<file path="config.mk">
export PLATFORM = sky130hd
export DESIGN_NAME = rvvi_bridge_top
export DESIGN_NICKNAME = d
export VERILOG_FILES = /design/src/hdl/csr_pkg.sv /design/src/hdl/trace_pkg.sv /design/src/hdl/csr_capture.sv /design/src/hdl/net_change.sv /design/src/hdl/net_tracker.sv /design/src/hdl/retire_decode.sv /design/src/hdl/rvvi_bridge_top.sv /design/src/hdl/trace_result.sv
export SDC_FILE = /design/constraint.sdc
export NUM_CORES = 1
export LEC_CHECK = 0
export BUFFER_PORTS_ARGS = -buffer_cell sky130_fd_sc_hd__clkbuf_2
export CORE_AREA = 2 2 240 242
export DETAILED_ROUTE_END_ITERATION = 7
export DIE_AREA = 0 0 242 244
export PLACE_DENSITY = 0.55
export SLEW_MARGIN = 20
export SYNTH_ARGS = -nofsm -noshare
export SYNTH_HDL_FRONTEND = slang
export SYNTH_SLANG_ARGS = --single-unit
</file>
<file path="constraint.sdc">
create_clock -name rvvi -period 1.43 [get_ports rvvi]
set_clock_uncertainty 0.1 [all_clocks]
set_input_delay 0.0715 -clock rvvi [delete_from_list [all_inputs] [get_ports rvvi]]
set_output_delay 0.0715 -clock rvvi [all_outputs]
set_load 0.01 [all_outputs]
</file>
<file path="src/hdl/csr_pkg.sv">
`default_nettype none

//////////////////////////////////////////////////////////////////////
// Tracked machine CSRs
//////////////////////////////////////////////////////////////////////

package csr_pkg;

   // Standard CSR address space
   localparam int CSR_ADDR_W = 12;

   typedef logic [CSR_ADDR_W-1:0] csr_addr_t;

   // Slots on the trace port, one per tracked CSR
   localparam int NUM_CSR_SLOT = 8;

   typedef logic [NUM_CSR_SLOT-1:0] csr_wb_t;

   // Index of a slot in the table below
   typedef logic [$clog2(NUM_CSR_SLOT)-1:0] csr_slot_t;

   // Machine trap setup and handling
   localparam csr_addr_t CSR_MSTATUS  = 12'h300;
   localparam csr_addr_t CSR_MIE      = 12'h304;
   localparam csr_addr_t CSR_MTVEC    = 12'h305;
   localparam csr_addr_t CSR_MSCRATCH = 12'h340;
   localparam csr_addr_t CSR_MEPC     = 12'h341;
   localparam csr_addr_t CSR_MCAUSE   = 12'h342;
   localparam csr_addr_t CSR_MTVAL    = 12'h343;
   localparam csr_addr_t CSR_MIP      = 12'h344;

   // Slot order, entry n drives bit n of csr_wb_t
   localparam csr_addr_t CSR_SLOT_ADDR [NUM_CSR_SLOT] = '{
      CSR_MSTATUS, CSR_MIE, CSR_MTVEC, CSR_MSCRATCH,
      CSR_MEPC, CSR_MCAUSE, CSR_MTVAL, CSR_MIP
   };

endpackage

`default_nettype wire

</file>
<file path="src/hdl/trace_pkg.sv">
`default_nettype none

//////////////////////////////////////////////////////////////////////
// Retirement record and trace output types
//////////////////////////////////////////////////////////////////////

package trace_pkg;

   // Integer datapath width
   localparam int XLEN = 32;

   // Architectural integer registers, x0 included
   localparam int NUM_XREG = 32;

   // Retirement counter and privilege fields
   localparam int ORDER_W = 64;
   localparam int MODE_W  = 2;

   // Interrupt lines seen by the core
   localparam int IRQ_W = 32;

   // Register value, PC or instruction word
   typedef logic [XLEN-1:0] xdata_t;

   // Register address, wide enough for NUM_XREG
   typedef logic [$clog2(NUM_XREG)-1:0] xaddr_t;

   // One bit per integer register
   typedef logic [NUM_XREG-1:0] xwb_t;

   typedef logic [ORDER_W-1:0] order_t;

   // M/S/U encoding as reported by the core
   typedef logic [MODE_W-1:0] mode_t;

   // Interrupt vector, bit n is line n
   typedef logic [IRQ_W-1:0] irq_t;

endpackage

`default_nettype wire

</file>
<file path="src/hdl/csr_capture.sv">
`timescale 1ns/10ps
`default_nettype none

// CSR write lookup against the tracked slot table
module csr_capture (
   input  logic                rvvi,
   input  logic                arst_n_i,
   input  logic                csr_we_i,
   input  csr_pkg::csr_addr_t  csr_addr_i,
   input  trace_pkg::xdata_t   csr_wdata_i,
   input  trace_pkg::xdata_t   csr_wmask_i,
   output csr_pkg::csr_wb_t    csr_wb_o,
   output trace_pkg::xdata_t   csr_wdata_o,
   output logic                csr_miss_o
);
   import csr_pkg::*;

   logic      hit;
   csr_slot_t slot_idx;
   csr_wb_t   csr_wb_d;

   //////////////////////////////////////////////////////////////////////
   // Address match
   //////////////////////////////////////////////////////////////////////

   // Table entries are distinct, at most one matches
   always_comb begin
      hit      = 1'b0;
      slot_idx = '0;
      for (int i = 0; i < NUM_CSR_SLOT; i++) begin
         if (csr_addr_i == CSR_SLOT_ADDR[i]) begin
            hit      = 1'b1;
            slot_idx = csr_slot_t'(i);
         end
      end
   end

   // Zero mask means the CSR was read only
   assign csr_wb_d = (csr_we_i && hit && (|csr_wmask_i)) ? (csr_wb_t'(1) << slot_idx) : '0;

   // Slot vector and miss strobe
   always_ff @(posedge rvvi or negedge arst_n_i) begin
      if (!arst_n_i) begin
         csr_wb_o   <= '0;
         csr_miss_o <= 1'b0;
      end else begin
         csr_wb_o   <= csr_wb_d;
         csr_miss_o <= csr_we_i && !hit;
      end
   end

   // Only bits under the mask reach the trace
   always_ff @(posedge rvvi) begin
      csr_wdata_o <= csr_wdata_i & csr_wmask_i;
   end

endmodule

`default_nettype wire

</file>
<file path="src/hdl/net_change.sv">
`timescale 1ns/10ps
`default_nettype none

// Level register with a change strobe, for any packed net
module net_change #(
   parameter type net_t = logic
) (
   input  logic rvvi,
   input  logic arst_n_i,
   input  net_t net_i,
   output net_t level_o,
   output logic chg_o
);

   // Level one cycle back
   net_t level_prev;

   always_ff @(posedge rvvi or negedge arst_n_i) begin
      if (!arst_n_i) begin
         level_o    <= '0;
         level_prev <= '0;
      end else begin
         level_o    <= net_i;
         level_prev <= level_o;
      end
   end

   // High in the cycle the new level first shows
   assign chg_o = (level_o != level_prev);

endmodule

`default_nettype wire

</file>
<file path="src/hdl/net_tracker.sv">
`timescale 1ns/10ps
`default_nettype none

// Halt request and interrupt nets for the reference port
module net_tracker (
   input  logic             rvvi,
   input  logic             arst_n_i,
   input  logic             valid_i,
   input  logic             debug_req_i,
   input  trace_pkg::irq_t  irq_i,
   input  logic             irq_ack_i,
   input  logic             fetch_enable_i,
   output logic             haltreq_o,
   output logic             haltreq_chg_o,
   output trace_pkg::irq_t  irq_o,
   output logic             irq_chg_o
);
   import trace_pkg::*;

   logic halt_net;
   irq_t irq_valid;
   irq_t irq_ack;
   irq_t irq_net;
   logic irq_chg;

   //////////////////////////////////////////////////////////////////////
   // Net state
   //////////////////////////////////////////////////////////////////////

   always_ff @(posedge rvvi or negedge arst_n_i) begin
      if (!arst_n_i) begin
         halt_net  <= 1'b0;
         irq_valid <= '0;
         irq_ack   <= '0;
         irq_net   <= '0;
      end else begin
         // Sticky on request, resampled at each retirement
         if (valid_i) begin
            halt_net <= debug_req_i;
         end else if (debug_req_i) begin
            halt_net <= 1'b1;
         end
         // Retirement snapshot, also drops the ack copy
         if (valid_i) begin
            irq_valid <= irq_i;
            irq_ack   <= '0;
         end
         // Ack snapshot wins over the clear
         if (irq_ack_i) begin
            irq_ack <= irq_i;
         end
         irq_net <= irq_i | irq_valid | irq_ack;
      end
   end

   //////////////////////////////////////////////////////////////////////
   // Levels and change strobes
   //////////////////////////////////////////////////////////////////////

   net_change #(.net_t(logic)) u_halt_chg (
      .rvvi     (rvvi),
      .arst_n_i (arst_n_i),
      .net_i    (halt_net),
      .level_o  (haltreq_o),
      .chg_o    (haltreq_chg_o)
   );

   net_change #(.net_t(irq_t)) u_irq_chg (
      .rvvi     (rvvi),
      .arst_n_i (arst_n_i),
      .net_i    (irq_net),
      .level_o  (irq_o),
      .chg_o    (irq_chg)
   );

   // Core not started yet, no interrupt events
   assign irq_chg_o = irq_chg && fetch_enable_i;

endmodule

`default_nettype wire

</file>
<file path="src/hdl/retire_decode.sv">
`timescale 1ns/10ps
`default_nettype none

// First pipeline stage for the retirement record
module retire_decode (
   input  logic               rvvi,
   input  logic               arst_n_i,
   input  logic               valid_i,
   input  trace_pkg::order_t  order_i,
   input  trace_pkg::xdata_t  insn_i,
   input  logic               trap_i,
   input  logic               intr_i,
   input  trace_pkg::mode_t   mode_i,
   input  trace_pkg::xdata_t  pc_rdata_i,
   input  trace_pkg::xdata_t  pc_wdata_i,
   input  trace_pkg::xaddr_t  rd_addr_i,
   input  trace_pkg::xdata_t  rd_wdata_i,
   output logic               valid_o,
   output trace_pkg::order_t  order_o,
   output trace_pkg::xdata_t  insn_o,
   output logic               trap_o,
   output logic               intr_o,
   output trace_pkg::mode_t   mode_o,
   output trace_pkg::xdata_t  pc_rdata_o,
   output trace_pkg::xdata_t  pc_wdata_o,
   output trace_pkg::xaddr_t  rd_addr_o,
   output trace_pkg::xdata_t  rd_wdata_o,
   output trace_pkg::xwb_t    x_wb_o
);
   import trace_pkg::*;

   // One-hot write-back before the register
   xwb_t x_wb_d;

   // x0 never takes a write, idle records carry none
   always_comb begin
      x_wb_d = '0;
      if (valid_i && (rd_addr_i != '0)) begin
         x_wb_d[rd_addr_i] = 1'b1;
      end
   end

   // Control bits
   always_ff @(posedge rvvi or negedge arst_n_i) begin
      if (!arst_n_i) begin
         valid_o <= 1'b0;
         x_wb_o  <= '0;
      end else begin
         valid_o <= valid_i;
         x_wb_o  <= x_wb_d;
      end
   end

   // Record payload, qualified downstream by valid
   always_ff @(posedge rvvi) begin
      order_o    <= order_i;
      insn_o     <= insn_i;
      trap_o     <= trap_i;
      intr_o     <= intr_i;
      mode_o     <= mode_i;
      pc_rdata_o <= pc_rdata_i;
      pc_wdata_o <= pc_wdata_i;
      rd_addr_o  <= rd_addr_i;
      rd_wdata_o <= rd_wdata_i;
   end

endmodule

`default_nettype wire

</file>
<file path="src/hdl/rvvi_bridge_top.sv">
`timescale 1ns/10ps
`default_nettype none

// Retirement trace bridge, two cycles from record to trace port
module rvvi_bridge_top (
   input  logic                rvvi,
   input  logic                arst_n_i,
   // Retirement record
   input  logic                valid_i,
   input  trace_pkg::order_t   order_i,
   input  trace_pkg::xdata_t   insn_i,
   input  logic                trap_i,
   input  logic                intr_i,
   input  trace_pkg::mode_t    mode_i,
   input  trace_pkg::xdata_t   pc_rdata_i,
   input  trace_pkg::xdata_t   pc_wdata_i,
   input  trace_pkg::xaddr_t   rd_addr_i,
   input  trace_pkg::xdata_t   rd_wdata_i,
   // CSR write
   input  logic                csr_we_i,
   input  csr_pkg::csr_addr_t  csr_addr_i,
   input  trace_pkg::xdata_t   csr_wdata_i,
   input  trace_pkg::xdata_t   csr_wmask_i,
   // External nets
   input  logic                debug_req_i,
   input  trace_pkg::irq_t     irq_i,
   input  logic                irq_ack_i,
   input  logic                fetch_enable_i,
   // Trace record
   output logic                valid_o,
   output trace_pkg::order_t   order_o,
   output trace_pkg::xdata_t   insn_o,
   output logic                trap_o,
   output logic                intr_o,
   output trace_pkg::mode_t    mode_o,
   output trace_pkg::xdata_t   pc_rdata_o,
   output trace_pkg::xdata_t   pc_wdata_o,
   output trace_pkg::xwb_t     x_wb_o,
   output trace_pkg::xdata_t   x_wdata_o,
   output csr_pkg::csr_wb_t    csr_wb_o,
   output trace_pkg::xdata_t   csr_wdata_o,
   output logic                csr_miss_o,
   // Net levels and change strobes
   output logic                haltreq_o,
   output logic                haltreq_chg_o,
   output trace_pkg::irq_t     irq_o,
   output logic                irq_chg_o
);
   import trace_pkg::*;
   import csr_pkg::*;

   // Decode stage
   logic    dec_valid;
   order_t  dec_order;
   xdata_t  dec_insn;
   logic    dec_trap;
   logic    dec_intr;
   mode_t   dec_mode;
   xdata_t  dec_pc_rdata;
   xdata_t  dec_pc_wdata;
   xdata_t  dec_rd_wdata;
   xwb_t    dec_x_wb;

   // Capture stage
   csr_wb_t cap_csr_wb;
   xdata_t  cap_csr_wdata;
   logic    cap_csr_miss;

   //////////////////////////////////////////////////////////////////////
   // Stage 1
   //////////////////////////////////////////////////////////////////////

   // Register address travels as the one-hot vector
   retire_decode u_decode (
      .rvvi       (rvvi),
      .arst_n_i   (arst_n_i),
      .valid_i    (valid_i),
      .order_i    (order_i),
      .insn_i     (insn_i),
      .trap_i     (trap_i),
      .intr_i     (intr_i),
      .mode_i     (mode_i),
      .pc_rdata_i (pc_rdata_i),
      .pc_wdata_i (pc_wdata_i),
      .rd_addr_i  (rd_addr_i),
      .rd_wdata_i (rd_wdata_i),
      .valid_o    (dec_valid),
      .order_o    (dec_order),
      .insn_o     (dec_insn),
      .trap_o     (dec_trap),
      .intr_o     (dec_intr),
      .mode_o     (dec_mode),
      .pc_rdata_o (dec_pc_rdata),
      .pc_wdata_o (dec_pc_wdata),
      .rd_addr_o  (),
      .rd_wdata_o (dec_rd_wdata),
      .x_wb_o     (dec_x_wb)
   );

   csr_capture u_capture (
      .rvvi        (rvvi),
      .arst_n_i    (arst_n_i),
      .csr_we_i    (csr_we_i),
      .csr_addr_i  (csr_addr_i),
      .csr_wdata_i (csr_wdata_i),
      .csr_wmask_i (csr_wmask_i),
      .csr_wb_o    (cap_csr_wb),
      .csr_wdata_o (cap_csr_wdata),
      .csr_miss_o  (cap_csr_miss)
   );

   // Nets run off raw inputs, outside the record pipe
   net_tracker u_nets (
      .rvvi           (rvvi),
      .arst_n_i       (arst_n_i),
      .valid_i        (valid_i),
      .debug_req_i    (debug_req_i),
      .irq_i          (irq_i),
      .irq_ack_i      (irq_ack_i),
      .fetch_enable_i (fetch_enable_i),
      .haltreq_o      (haltreq_o),
      .haltreq_chg_o  (haltreq_chg_o),
      .irq_o          (irq_o),
      .irq_chg_o      (irq_chg_o)
   );

   //////////////////////////////////////////////////////////////////////
   // Stage 2
   //////////////////////////////////////////////////////////////////////

   trace_result u_result (
      .rvvi        (rvvi),
      .arst_n_i    (arst_n_i),
      .valid_i     (dec_valid),
      .order_i     (dec_order),
      .insn_i      (dec_insn),
      .trap_i      (dec_trap),
      .intr_i      (dec_intr),
      .mode_i      (dec_mode),
      .pc_rdata_i  (dec_pc_rdata),
      .pc_wdata_i  (dec_pc_wdata),
      .x_wb_i      (dec_x_wb),
      .x_wdata_i   (dec_rd_wdata),
      .csr_wb_i    (cap_csr_wb),
      .csr_wdata_i (cap_csr_wdata),
      .csr_miss_i  (cap_csr_miss),
      .valid_o     (valid_o),
      .order_o     (order_o),
      .insn_o      (insn_o),
      .trap_o      (trap_o),
      .intr_o      (intr_o),
      .mode_o      (mode_o),
      .pc_rdata_o  (pc_rdata_o),
      .pc_wdata_o  (pc_wdata_o),
      .x_wb_o      (x_wb_o),
      .x_wdata_o   (x_wdata_o),
      .csr_wb_o    (csr_wb_o),
      .csr_wdata_o (csr_wdata_o),
      .csr_miss_o  (csr_miss_o)
   );

endmodule

`default_nettype wire

</file>
<file path="src/hdl/trace_result.sv">
`timescale 1ns/10ps
`default_nettype none

// Output register stage of the trace record
module trace_result (
   input  logic                rvvi,
   input  logic                arst_n_i,
   input  logic                valid_i,
   input  trace_pkg::order_t   order_i,
   input  trace_pkg::xdata_t   insn_i,
   input  logic                trap_i,
   input  logic                intr_i,
   input  trace_pkg::mode_t    mode_i,
   input  trace_pkg::xdata_t   pc_rdata_i,
   input  trace_pkg::xdata_t   pc_wdata_i,
   input  trace_pkg::xwb_t     x_wb_i,
   input  trace_pkg::xdata_t   x_wdata_i,
   input  csr_pkg::csr_wb_t    csr_wb_i,
   input  trace_pkg::xdata_t   csr_wdata_i,
   input  logic                csr_miss_i,
   output logic                valid_o,
   output trace_pkg::order_t   order_o,
   output trace_pkg::xdata_t   insn_o,
   output logic                trap_o,
   output logic                intr_o,
   output trace_pkg::mode_t    mode_o,
   output trace_pkg::xdata_t   pc_rdata_o,
   output trace_pkg::xdata_t   pc_wdata_o,
   output trace_pkg::xwb_t     x_wb_o,
   output trace_pkg::xdata_t   x_wdata_o,
   output csr_pkg::csr_wb_t    csr_wb_o,
   output trace_pkg::xdata_t   csr_wdata_o,
   output logic                csr_miss_o
);

   //////////////////////////////////////////////////////////////////////
   // Write-back strobes
   //////////////////////////////////////////////////////////////////////

   // CSR inputs may toggle with no retirement, drop them here
   always_ff @(posedge rvvi or negedge arst_n_i) begin
      if (!arst_n_i) begin
         valid_o    <= 1'b0;
         x_wb_o     <= '0;
         csr_wb_o   <= '0;
         csr_miss_o <= 1'b0;
      end else begin
         valid_o    <= valid_i;
         x_wb_o     <= valid_i ? x_wb_i : '0;
         csr_wb_o   <= valid_i ? csr_wb_i : '0;
         csr_miss_o <= valid_i && csr_miss_i;
      end
   end

   // Record fields, only meaningful with valid_o
   always_ff @(posedge rvvi) begin
      order_o     <= order_i;
      insn_o      <= insn_i;
      trap_o      <= trap_i;
      intr_o      <= intr_i;
      mode_o      <= mode_i;
      pc_rdata_o  <= pc_rdata_i;
      pc_wdata_o  <= pc_wdata_i;
      x_wdata_o   <= x_wdata_i;
      csr_wdata_o <= csr_wdata_i;
   end

endmodule

`default_nettype wire

</file>
==> results of run 1 <==
[Yosys cell counts, drive strengths merged]
| cell type | number |
|---|---|
| dfxtp | 456 |
| dfrtp | 247 |
| and2 | 74 |
| nor2 | 37 |
| or3 | 35 |
| mux2 | 32 |
| xnor2 | 32 |
| nand2 | 31 |
| o21ai | 30 |
| nand2b | 27 |
| clkbuf | 18 |
| nor4 | 14 |
| nand4 | 10 |
| a22o | 5 |
| nand3b | 5 |
| buf | 4 |
| inv | 3 |
| nor3 | 3 |
| a21oi | 2 |
| nand3 | 2 |
| o2111ai | 2 |
| or3b | 2 |
| or4 | 2 |
| a2111o | 1 |
| a2111oi | 1 |
| a21boi | 1 |
| a21o | 1 |
| a311oi | 1 |
| and4 | 1 |
| conb | 1 |
| mux2i | 1 |
| nor2b | 1 |
| nor3b | 1 |
| nor4bb | 1 |
| xor2 | 1 |
[cells in the final DEF (no fill, tap or decap), drive strengths merged, types with 2 or more instances in the layout]
cell	count
a21oi	2
a22o	5
and2	74
buf	95
bufinv	2
clkbuf	695
clkinv	12
clkinvlp	5
dfrtp	247
dfxtp	456
diode	9
dlygate4sd3	428
inv	10
mux2	32
nand2	31
nand2b	27
nand3	2
nand3b	5
nand4	10
nor2	37
nor3	3
nor4	14
o2111ai	2
o21ai	30
or3	35
or3b	2
or4	2
xnor2	32
[cells by family after synthesis]
| group | count (synthesis) | share of synthesized area |
|---|---|---|
| other | 1 | 0.0002116 |
| AND/OR/NAND/NOR | 246 | 0.07830 |
| buffers and inverters | 25 | 0.005436 |
| AO/OA/AOI/OAI | 44 | 0.01497 |
| multiplexers | 33 | 0.02090 |
| XOR/XNOR | 33 | 0.01631 |
| flip-flops | 703 | 0.8639 |
[worst max-delay path, stage by stage, from the launching register on]
cell and delay (ps):
dfrtp_1 410, xnor2_2 260, nand4_1 130, nor4_1 250
buf_4 160, a21boi_2 40, clkbuf_2 130
[where the power goes]
part | switching (mW) | internal, mW | total (mW)
Clock | 7.78 | 10.7 | 18.5
Sequential | 0.381 | 20.8 | 21.1
Combinational | 1.41 | 1.97 | 3.38
Total | 9.57 | 33.5 | 43.0
[per-layer routing]
metal	part of all wire	wire, um	up-vias	GRT usage
met5	0.00025	13	-	0
met4	0.049	2594	2	0.09804
met3	0.062	3246	139	0.04609
met2	0.52	27150	487	0.3099
met1	0.37	19500	6023	0.1872
li1	-	-	5864	-
[per-stage QoR]
step | total power, mW | util | setup WS, ps | hold WS [ps]
6_report | 43.03 | 0.5253 | -707.0 | -158.5
5_1_grt | 44.63 | 0.5251 | -817.5 | -163.5
4_1_cts | 43.28 | 0.5226 | -767.9 | -193.8
3_5_place_dp | 23.67 | 0.3967 | -453.8 | -74.28
3_3_place_gp | 23.60 | 0.3967 | -433.1 | -78.35
2_1_floorplan | 22.14 | - | -370.3 | -324.1
[layout make-up]
class                      instances  area [um2]  area share
tap                              756       945.9     0.03206
timing repair buffer            1116        8427      0.2856
sequential                       703       15310      0.5189
clock inverter                    26       261.5    0.008863
clock buffer                     103        2102     0.07124
antenna                            9       22.52   0.0007633
multi-input combinational        357        2425     0.08219
inverter                           3       11.26   0.0003817
[worst min-delay path by stage]
| stage | start | cells past startpoint | end | slack (ps) |
|---|---|---|---|---|
| 6_report | csr_addr_i[7] | 5 | u_capture.csr_wb_o[0] | -160 |
| 5_1_grt | csr_addr_i[7] | 5 | u_capture.csr_wb_o[3] | -160 |
| 4_1_cts | csr_addr_i[7] | 5 | u_capture.csr_wb_o[4] | -190 |
| 3_5_place_dp | arst_n_i | 1 | u_nets.irq_net[15] | -70 |
| 3_3_place_gp | arst_n_i | 1 | u_nets.irq_net[11] | -80 |
| 2_1_floorplan | arst_n_i | 0 | u_capture.csr_miss_o | -320 |
[timing repair]
| item | CTS | global route |
|---|---|---|
| endpoints found under the hold margin | 613 | 9 |
| pin swaps | 3 | 5 |
| hold buffers | 431 | 1 |
| endpoints found under the setup margin | 33 | 41 |
| gates cloned | 0 | 0 |
| resized for setup | 68 | 46 |
| setup buffers | 4 | 3 |
==> reports/metrics.json, run 1 <==
{
  "setup_viol": 5,
  "core_um2": 56170,
  "die_width_um": 242,
  "power.density_cell_area_nw_per_um2": 1458,
  "maxClockFrequency_mhz": 467.9,
  "timing_hold_violations_final": 8,
  "port_buffers": 620,
  "worst_setup_path_end_kind": "primary output",
  "starting_utilization_of_the_core_area": 0.3155,
  "finalWeightedCongestion": 0.8481,
  "area_growth_syn_to_layout_pct": 66.49,
  "drtAntennaViolNets": 0,
  "biggestRegsByFlops": "u_decode.order_o (64), u_result.order_o (64)",
  "synthDominantCellAreaShare": 0.5151,
  "layout-drive-gt1-share": 0.3670,
  "cts-root-buf": "clkbuf_16",
  "worst_r2r_path_depth": 2,
  "die_outline_area_um2": 59050,
  "worstSetupStartpoint": "u_nets.u_irq_chg.level_o[2]",
  "floorplan.rows": 87,
  "antenna_violations_before_repair": 7,
  "dr.first_iter.drc_count": 415,
  "detail_route.vias_per_cell": 4.073,
  "ys_ff_latch": 703,
  "setup_tns_ps": -961.8,
  "violations": "hold timing, setup timing",
  "min_period_over_period": 1.494,
  "slew_viol_final": 0,
  "worstReg2RegStart": "u_nets.halt_net",
  "synth_area_um2": 17720,
  "clock_tree_from_tritoncts": "yes",
  "post_synth.cell_area_avg_um2": 16.33,
  "rsz0062_at_grt": "yes",
  "cp_data_arrival_time_ps": 1970,
  "worst_hold_slack_ps": -158.5,
  "tritoncts.num_buffers": 72,
  "cellLeakagePower_nw": 13.67,
  "layout_setup_ws_ps": -707.0,
  "placed_cells": 2500,
  "max_slew.worst_pin.slew_ps": 523.7,
  "grt_start_max_net_pins": 51,
  "synth-seq-area-share": 0.8639,
  "nFillCells": 4510,
  "drv_cap": 0,
  "r2r_end": "u_nets.halt_net",
  "remaining_max_slew_budget_at_the_tightest_pin": 0.6498,
  "critPathLaunchType": "flop",
  "stdcell_area_um2": 29500,
  "worst_min_delay_path_class": "primary input to flop",
  "yosys.area.top_type": "dfxtp_1",
  "crit_end": "irq_chg_o",
  "post_synthesis_cell_count": 1085,
  "ctsLongestPathBuffers": 3,
  "finalNonFillerCells": 3073,
  "routed_wire_length_per_instance_um": 17.09,
  "grt_util_all_layers": 0.1739,
  "first_global_vias": 13760,
  "syn-num-nets": 1401,
  "number_of_top_level_pins": 621,
  "grt_first_pass_wirelength_um": 78640,
  "global_route.overflow_total": 0,
  "netlist-cell-type-count": 38,
  "drt_drc_violations_left": 0,
  "dp_hpwl_um": 33070,
  "clock-sinks": 703,
  "cts.reportedPaths.clkPinSlew_ps": 60,
  "h-tree-depth": 3,
  "clock_insertion_delay_worst_skew_ps": 590,
  "final_critical_period_ps": 2137,
  "synthTopCellsByArea": "dfxtp_1 52%, dfrtp_1 35%, and2_1 2.6%, mux2_2 2.0%, xnor2_1 1.6%",
  "finish.net_count": 2569,
  "die_y_um": 244,
  "run_status": "complete, but fails checks",
  "placed_area_um2": 22280,
  "path_class": "flop to primary output",
  "dr.pass1.iters": 5,
  "dr_total_vias": 12520,
  "r2r_slack_ps": 120,
  "yosysWarningCount": 0,
  "peakVddDrop_v": 0.001023,
  "timing.critical_path.fanout_max": 2,
  "post_route_wl_um": 52500,
  "worst-endpoint-required_ps": 1260
}
No activity file was read; power rests on OpenSTA's default activity.
==> inputs of run 2 (changes only) <==
- CORE_AREA: 2 2 240 242 -> 2 2 243 245
- DIE_AREA: 0 0 242 244 -> 0 0 245 247
- PLACE_DENSITY: 0.55 -> unset
- PLACE_DENSITY_LB_ADDON: unset -> 0.25
- clock period: 1.43 -> 1.7 ns (I/O delays scaled with it)
==> reports/metrics.json, run 2 (synthesis results as in run 1) <==
{
  "run_status": "complete, but fails checks",
  "violations": "hold timing, setup timing",
  "setup_tns": {"value": -457.2, "unit": "ps", "change": "+504.6 ps"},
  "maxClockFrequency_mhz": 463.6,
  "clock-sinks": {"value": 703, "change": "unchanged"},
  "power_frac_seq": {"value": 0.486, "change": "-0.005"},
  "max_slew.worst_pin.slew": {"value": 528.5, "unit": "ps", "change": "+4.776 ps"},
  "finish.net_count": {"value": 2548, "change": "-0.82%"},
  "rsz0062_at_grt": "yes",
  "die_y": {"value": 247, "unit": "um", "change": "+1.2%"},
  "grt_use_met1": {"value": 0.1713, "change": "-0.01596"},
  "timing.critical_path.fanout_max": {"value": 1, "change": "-1"},
  "antenna_violations_before_repair": {"value": 3, "change": "-4"},
  "final_critical_period_ps": 2157,
  "die_width": {"value": 245, "unit": "um", "change": "+1.2%"},
  "remaining_max_slew_budget_at_the_tightest_pin": {"value": 0.6477, "change": "-0.002129"},
  "detail_route.vias_per_cell": {"value": 3.991, "change": "-2.0%"},
  "cpMaxStageDelayCell": "dfrtp_1",
  "p_total": {"value": 36.58, "unit": "mW", "change": "-15%"},
  "biggestRegsByFlops": "u_decode.order_o (64), u_result.order_o (64)",
  "starting_utilization_of_the_core_area": {"value": 0.3043, "change": "-0.01122"},
  "crit_path_max_incr_delay": {"value": 390, "unit": "ps", "change": "-20 ps"},
  "switching_power": {"value": 8.215, "unit": "mW", "change": "-14%"},
  "layout.cells.most_common_list": "616 x clkbuf_2, 456 x dfxtp_1, 446 x dlygate4sd3_1",
  "p_comb_frac": {"value": 0.071, "change": "-0.008"},
  "ctsLongestPathBuffers": {"value": 3, "change": "unchanged"},
  "dp_hpwl": {"value": 32480, "unit": "um", "change": "-1.8%"},
  "routed_wire_length_per_instance": {"value": 16.52, "unit": "um", "change": "-3.3%"},
  "met3_layer_usage_reported_by_global_route": {"value": 0.05079, "change": "+0.004699"},
  "min_period_over_period": 1.269,
  "post_route_wl": {"value": 50610, "unit": "um", "change": "-3.6%"},
  "cts.reportedPaths.clkPinSlew": {"value": 60, "unit": "ps", "change": "about the same"},
  "port_buffers": {"value": 620, "change": "unchanged"},
  "drtAntennaViolNets": {"value": 0, "change": "unchanged"},
  "first_global_vias": {"value": 13390, "change": "-2.7%"},
  "timing_hold_violations_final": {"value": 8, "change": "unchanged"},
  "slew_viol_final": {"value": 0, "change": "unchanged"},
  "area_growth_syn_to_layout_pct": 63.94,
  "dr_total_vias": {"value": 12230, "change": "-2.3%"},
  "tritoncts.num_buffers": {"value": 73, "change": "+1.4%"},
  "globalRoute.busiestLayer": "met2",
  "gr-usage-met2": {"value": 0.3037, "change": "-0.006223"},
  "cp_data_arrival_time": {"value": 1970, "unit": "ps", "change": "about the same"},
  "grt_util_all_layers": {"value": 0.1647, "change": "-0.009186"},
  "dr.pass1.iters": {"value": 4, "change": "-1"},
  "worst-endpoint-required": {"value": 1510, "unit": "ps", "change": "+250 ps"},
  "peakVddDrop": {"value": 0.001010, "unit": "V", "change": "-1.2%"},
  "layout_setup_ws": {"value": -457.2, "unit": "ps", "change": "+249.8 ps"},
  "layout.cells.most_common": "clkbuf_2",
  "drt_drc_violations_left": {"value": 0, "change": "unchanged"},
  "h-tree-depth": {"value": 3, "change": "unchanged"},
  "number_of_top_level_pins": {"value": 621, "change": "unchanged"},
  "cell_internal_pwr": {"value": 28.36, "unit": "mW", "change": "-15%"},
  "finalWeightedCongestion": {"value": 0.7929, "change": "-6.5%"},
  "setup_viol": {"value": 1, "change": "-4"},
  "clock_tree_from_tritoncts": "yes",
  "core": {"value": 58240, "unit": "um2", "change": "+3.7%"},
  "critPathLaunchType": "flop",
  "worst_min_delay_path_class": "primary input to flop",
  "path_class": "flop to primary output",
  "dr.first_iter.drc_count": {"value": 354, "change": "-15%"},
  "layout-drive-gt1-share": {"value": 0.3559, "change": "-0.01109"},
  "drv_cap": {"value": 0, "change": "unchanged"},
  "global_route.overflow_total": {"value": 0, "change": "unchanged"},
  "die_outline_area": {"value": 60520, "unit": "um2", "change": "+2.5%"},
  "power.share.switching": {"value": 0.2246, "change": "+0.002068"},
  "grt_first_pass_wirelength": {"value": 75920, "unit": "um", "change": "-3.5%"},
  "floorplan.rows": {"value": 89, "change": "+2.3%"},
  "cts_setup_buffers": {"value": 0, "change": "-4"},
  "share_clk_of_total_power": {"value": 0.443, "change": "+0.013"},
  "worst_setup_path_end_kind": "primary output",
  "cts-root-buf": "clkbuf_16",
  "worstPathCellList": "xnor2_2, nand4_1, nor4_2, buf_4, a21boi_2, clkbuf_2",
  "cellLeakagePower": {"value": 13.44, "unit": "nW", "change": "-1.7%"},
  "power.density_cell_area": {"value": 1259, "unit": "nW/um2", "change": "-14%"},
  "grt_start_max_net_pins": {"value": 67, "change": "+31%"},
  "clock_insertion_delay_worst_skew": {"value": 610, "unit": "ps", "change": "+20 ps"},
  "worst_hold_slack": {"value": -143.5, "unit": "ps", "change": "+15.02 ps"}
}
run 2: final timing paths:
kind / start / to / slack [ps] / cells past startpoint
setup / recovery: u_nets.u_irq_chg.level_prev[20] / irq_chg_o / -460 / 6
hold / removal: csr_addr_i[7] / u_capture.csr_wb_o[7] / -140 / 5
hold reg to reg: u_decode.pc_wdata_o[15] / u_result.pc_wdata_o[15] / 210 / 0
max in group asynchronous: arst_n_i / u_result.x_wb_o[0] / 270 / 4
setup reg to reg: u_nets.halt_net / u_nets.halt_net / 380 / 2
min in group asynchronous: arst_n_i / u_nets.irq_net[15] / 470 / 3
run 2: repair_timing:
action / 4_1_cts / 5_1_grt
hold buffers: 445 / 4
endpoints found under the hold margin: 613 / 13
pin swaps: 3 / 3
endpoints found under the setup margin: 1 / 12
gates resized for setup: 5 / 13
run 2: power by group through the flow:
| stage | clock network, mW | logic [mW] | registers, mW |
|---|---|---|---|
| finish | 16.2 | 2.60 | 17.8 |
| global route | 17.4 | 2.82 | 17.8 |
| CTS | 16.6 | 2.58 | 17.8 |
| detailed placement | 0 | 1.72 | 18.1 |
| global placement | 0 | 1.70 | 18.1 |
| floorplan | 0 | 0.408 | 18.2 |
run 2: worst max-delay path, delay by kind of cell (launching register included):
family	cells	cell delay (ps)
buffers and inverters	2	280
xor gates and xnor gates	1	190
and+or+nand+nor	2	460
AOI/OAI and AO/OA	1	50
DFF	1	390
run 2: metrics by stage:
step           setup WS, ps  instances    util  area (um2)
2_1_floorplan        -114.1       1085       -       17730
3_3_place_gp         -170.1       2485  0.3773       21980
4_1_cts              -568.0       3063  0.4976       28980
6_report             -457.2       3064  0.4989       29050
5_1_grt              -607.5       3063  0.4988       29050
3_5_place_dp         -171.6       2485  0.3773       21980
run 2: area by class of cell:
cell class | count | area, um2
diodes | 1 | 2.502
clock buffers | 100 | 2090
clock inverters | 33 | 436.7
fillers | 4884 | 29190
inverters | 3 | 11.26
multi-input cells | 357 | 2404
flip-flops and latches | 703 | 15310
well taps | 773 | 967.2
repair buffers | 1094 | 7833
run 2: metal layers:
metal	vias to the layer above	wire (um)
met2	429	27110
met1	5871	18330
li1	5820	-
met5	-	15
met4	2	1719
met3	105	3429
==> inputs of run 3 (changes only) <==
- ABC_AREA: unset -> 1
- CORE_AREA: 2 2 243 245 -> 2 2 238 240
- DIE_AREA: 0 0 245 247 -> 0 0 240 242
==> reports/metrics.json, run 3 <==
{
  "routed_wire_length_per_instance": {"value": 15.15, "unit": "um", "change": "-8.2%"},
  "layout.cells.most_common_list": "618 x clkbuf_2, 456 x dfxtp_1, 409 x dlygate4sd3_1",
  "dr.max_layer_used": "met5",
  "ff_latch_area": {"value": 15310, "unit": "um2", "change": "unchanged"},
  "violations": "hold timing, setup timing",
  "run_status": "complete, but fails checks",
  "finalCoreUtilization": {"value": 0.5161, "change": "+0.01725"},
  "synth_async_sr_flop_share": {"value": 0.3514, "change": "unchanged"},
  "ys_ff_latch": {"value": 703, "change": "unchanged"},
  "core": {"value": 55730, "unit": "um2", "change": "-4.3%"},
  "global_route.overflow_total": {"value": 0, "change": "unchanged"},
  "multi_input_logic_area": {"value": 2007, "unit": "um2", "change": "-17%"},
  "timing_hold_violations_final": {"value": 5, "change": "-3"},
  "synthDominantCellAreaShare": {"value": 0.5053, "change": "-0.009811"},
  "cellLeakagePower": {"value": 14.19, "unit": "nW", "change": "+5.6%"},
  "post_synth.cell_area_avg": {"value": 13.73, "unit": "um2", "change": "-16%"},
  "worst_hold_startpoint": "csr_addr_i[10]",
  "worst_min_delay_path_class": "primary input to flop",
  "worstSetupStartpoint": "u_nets.u_irq_chg.level_o[14]",
  "detail_route.vias_per_cell": {"value": 3.983, "change": "-0.19%"},
  "drt_drc_violations_left": {"value": 0, "change": "unchanged"},
  "detail_route.wirelength.met1": {"value": 17290, "unit": "um", "change": "-5.7%"},
  "worstReg2RegStart": "u_nets.irq_valid[21]",
  "worst_setup_path_end_kind": "primary output",
  "dr_total_vias": {"value": 12880, "change": "+5.3%"},
  "grt_first_pass_wirelength": {"value": 74690, "unit": "um", "change": "-1.6%"},
  "ctsLongestPathBuffers": {"value": 3, "change": "unchanged"},
  "detailroute.wirelength.met2": {"value": 24500, "unit": "um", "change": "-9.6%"},
  "worst-endpoint-required": {"value": 1510, "unit": "ps", "change": "about the same"},
  "setup_tns": {"value": -337.3, "unit": "ps", "change": "+119.9 ps"},
  "peakVddDrop": {"value": 0.0007828, "unit": "V", "change": "-23%"},
  "rsz0062_at_grt": "yes",
  "setup_viol": {"value": 1, "change": "unchanged"},
  "clock_tree_from_tritoncts": "yes",
  "cts-root-buf": "clkbuf_16",
  "synthTopCellsByArea": "dfxtp_1 51%, dfrtp_1 34%, inv_1 3.9%, nand2_1 2.9%, nor2_1 1.8%",
  "met3_wirelength": {"value": 4819, "unit": "um", "change": "+41%"},
  "drv_cap": {"value": 0, "change": "unchanged"},
  "post_route_wl": {"value": 49010, "unit": "um", "change": "-3.2%"},
  "grt_util_all_layers": {"value": 0.1671, "change": "+0.002350"},
  "worst_hold_slack": {"value": -21.96, "unit": "ps", "change": "+121.5 ps"},
  "final_critical_period": {"value": 2037, "unit": "ps", "change": "-119.9 ps"},
  "path_class": "flop to primary output",
  "dr.pass1.iters": {"value": 5, "change": "+1"},
  "antenna_violations_before_repair": {"value": 7, "change": "+4"},
  "power.density_cell_area": {"value": 1235, "unit": "nW/um2", "change": "-1.9%"},
  "max_slew.worst_pin.slew": {"value": 838.8, "unit": "ps", "change": "+310.3 ps"},
  "finalWeightedCongestion": {"value": 0.7915, "change": "-0.18%"},
  "min_period_over_period": {"value": 1.198, "change": "-0.07055"},
  "synth.cells.most_frequent": "456 x dfxtp_1, 247 x dfrtp_1, 188 x inv_1",
  "cpMaxStageDelayCell": "dfrtp_1",
  "dp_hpwl": {"value": 31420, "unit": "um", "change": "-3.3%"},
  "netlist-cell-type-count": {"value": 26, "change": "-32%"},
  "area_growth_syn_to_layout_pct": 59.21,
  "clock_insertion_delay_worst_skew": {"value": 600, "unit": "ps", "change": "about the same"},
  "drtAntennaViolNets": {"value": 0, "change": "unchanged"},
  "nFillCells": {"value": 4726, "change": "-3.2%"},
  "synth_edf_count": {"value": 0, "change": "unchanged"},
  "yosys.area.top_type": "dfxtp_1",
  "floorplan.rows": {"value": 87, "change": "-2.2%"},
  "layout.cells.most_common": "clkbuf_2",
  "starting_utilization_of_the_core_area": {"value": 0.3242, "change": "+0.01986"},
  "worstPathCellList": "xor2_1, nor2_1, nand2_2, nor2_4, nand2_4, nor2_4, nor2_1, clkbuf_2",
  "h-tree-depth": {"value": 3, "change": "unchanged"},
  "dpl_worst_slack": {"value": -17.49, "unit": "ps", "change": "+154.1 ps"},
  "layout-drive-gt1-share": {"value": 0.3158, "change": "-0.04008"},
  "synth-seq-area-share": {"value": 0.8474, "change": "-0.01645"},
  "maxClockFrequency": {"value": 490.9, "unit": "MHz", "change": "+5.9%"},
  "syn-num-nets": {"value": 1632, "change": "+16%"},
  "synthFlopType": "dfxtp_1",
  "clock-sinks": {"value": 703, "change": "unchanged"},
  "critPathLaunchType": "flop",
  "cts.reportedPaths.clkPinSlew": {"value": 60, "unit": "ps", "change": "about the same"},
  "stdcell_area": {"value": 28760, "unit": "um2", "change": "-1.0%"},
  "cp_data_arrival_time": {"value": 1850, "unit": "ps", "change": "-120 ps"},
  "grt_start_max_net_pins": {"value": 60, "change": "-10%"},
  "slew_viol_final": {"value": 0, "change": "unchanged"},
  "synth_area": {"value": 18070, "unit": "um2", "change": "+1.9%"},
  "placed_area": {"value": 22190, "unit": "um2", "change": "+0.98%"},
  "layout_setup_ws": {"value": -337.3, "unit": "ps", "change": "+119.9 ps"},
  "biggestRegsByFlops": "u_decode.order_o (64), u_result.order_o (64)",
  "most_repeated_cell_in_the_gate_level_netlist_after_synthesis": "dfxtp_1",
  "tritoncts.num_buffers": {"value": 71, "change": "-2.7%"},
  "die_outline_area": {"value": 58080, "unit": "um2", "change": "-4.0%"},
  "r2r_slack": {"value": 410, "unit": "ps", "change": "+30 ps"},
  "dr.first_iter.drc_count": {"value": 330, "change": "-6.8%"},
  "timing.critical_path.fanout_max": {"value": 3, "change": "+2"},
  "post_synthesis_cell_count": {"value": 1316, "change": "+21%"},
  "port_buffers": {"value": 620, "change": "unchanged"},
  "die_width": {"value": 240, "unit": "um", "change": "-2.0%"},
  "crit_path_max_incr_delay": {"value": 400, "unit": "ps", "change": "about the same"},
  "number_of_top_level_pins": {"value": 621, "change": "unchanged"},
  "die_y": {"value": 242, "unit": "um", "change": "-2.0%"},
  "remaining_max_slew_budget_at_the_tightest_pin": {"value": 0.4408, "change": "-0.2069"},
  "first_global_vias": {"value": 13960, "change": "+4.3%"},
  "finish.net_count": {"value": 2735, "change": "+7.3%"},
  "yosysWarningCount": {"value": 0, "change": "unchanged"}
}
[run 3: changes by cell type after synthesis, moves of 18 or more]
cell | before | now
and2_1 | 74 | 0
xor2_1 | 1 | 19
nand2b_1 | 27 | 0
o22ai_1 | 0 | 32
nand3_1 | 2 | 47
or3_1 | 35 | 0
mux2_2 | 32 | 0
inv_1 | 3 | 188
nor2_1 | 37 | 89
nand2_1 | 31 | 138
xnor2_1 | 32 | 12
[run 3: layout make-up]
type,count,area share
well taps,756,0.03289
repair buffers,1050,0.2587
diodes,5,0.0004350
flip-flops and latches,703,0.5323
clock inverters,22,0.008395
multi-input cells,399,0.06977
inverters,194,0.02532
clock buffers,105,0.07221
[run 3: cell families after synthesis]
| group | after synthesis | share of synthesized area |
|---|---|---|
| DFF | 703 | 0.8474 |
| and+or+nand+nor | 299 | 0.07071 |
| buffers and inverters | 214 | 0.04481 |
| AOI/OAI and AO/OA | 68 | 0.02182 |
| xor gates and xnor gates | 31 | 0.01503 |
| other | 1 | 0.0002076 |
[run 3: metrics by stage]
| stage | cells | total power, mW |
|---|---|---|
| after floorplan | 1316 | 18.65 |
| after global placement | 2685 | 19.75 |
| after detailed placement | 2685 | 19.81 |
| after CTS | 3224 | 35.87 |
| after global routing | 3234 | 36.99 |
| final | 3234 | 35.51 |
[run 3: power by group]
part | total [mW] | switching [mW] | internal (mW)
combinational | 2.57 | 1.21 | 1.36
sequential | 17.7 | 0.280 | 17.5
clock | 15.2 | 6.34 | 8.86
total | 35.5 | 7.83 | 27.7
[run 3: final timing paths]
kind / to / depth (start not counted)
max: irq_chg_o / 8
min: u_capture.csr_wb_o[4] / 8
max reg2reg: u_nets.irq_valid[21] / 3
min reg2reg: u_result.order_o[33] / 0
max in group asynchronous: u_result.csr_wb_o[4] / 4
min in group asynchronous: u_decode.x_wb_o[0] / 3
[run 3: repair_timing]
| item | in CTS | in global routing |
|---|---|---|
| hold endpoints to repair | 613 | 31 |
| endpoints found under the setup margin | 1 | 12 |
| gates resized for setup | 7 | 13 |
| buffers inserted | 1 | 3 |
| hold buffers | 411 | 7 |
| pin swaps | 5 | 8 |
[run 3: worst max-delay path, delay by kind of cell, from the launching register on]
family	cells	cell delay (ps)
flip-flops	1	400
AND/OR/NAND/NOR	6	590
buffers and inverters	1	110
XOR/XNOR	1	150
[run 3: metal layers]
| metal | track usage | vias to the layer above |
|---|---|---|
| met5 | 0 | - |
| met3 | 0.06928 | 143 |
| met1 | 0.1646 | 6075 |
| met4 | 0.09152 | 4 |
| li1 | - | 6196 |
| met2 | 0.2949 | 463 |
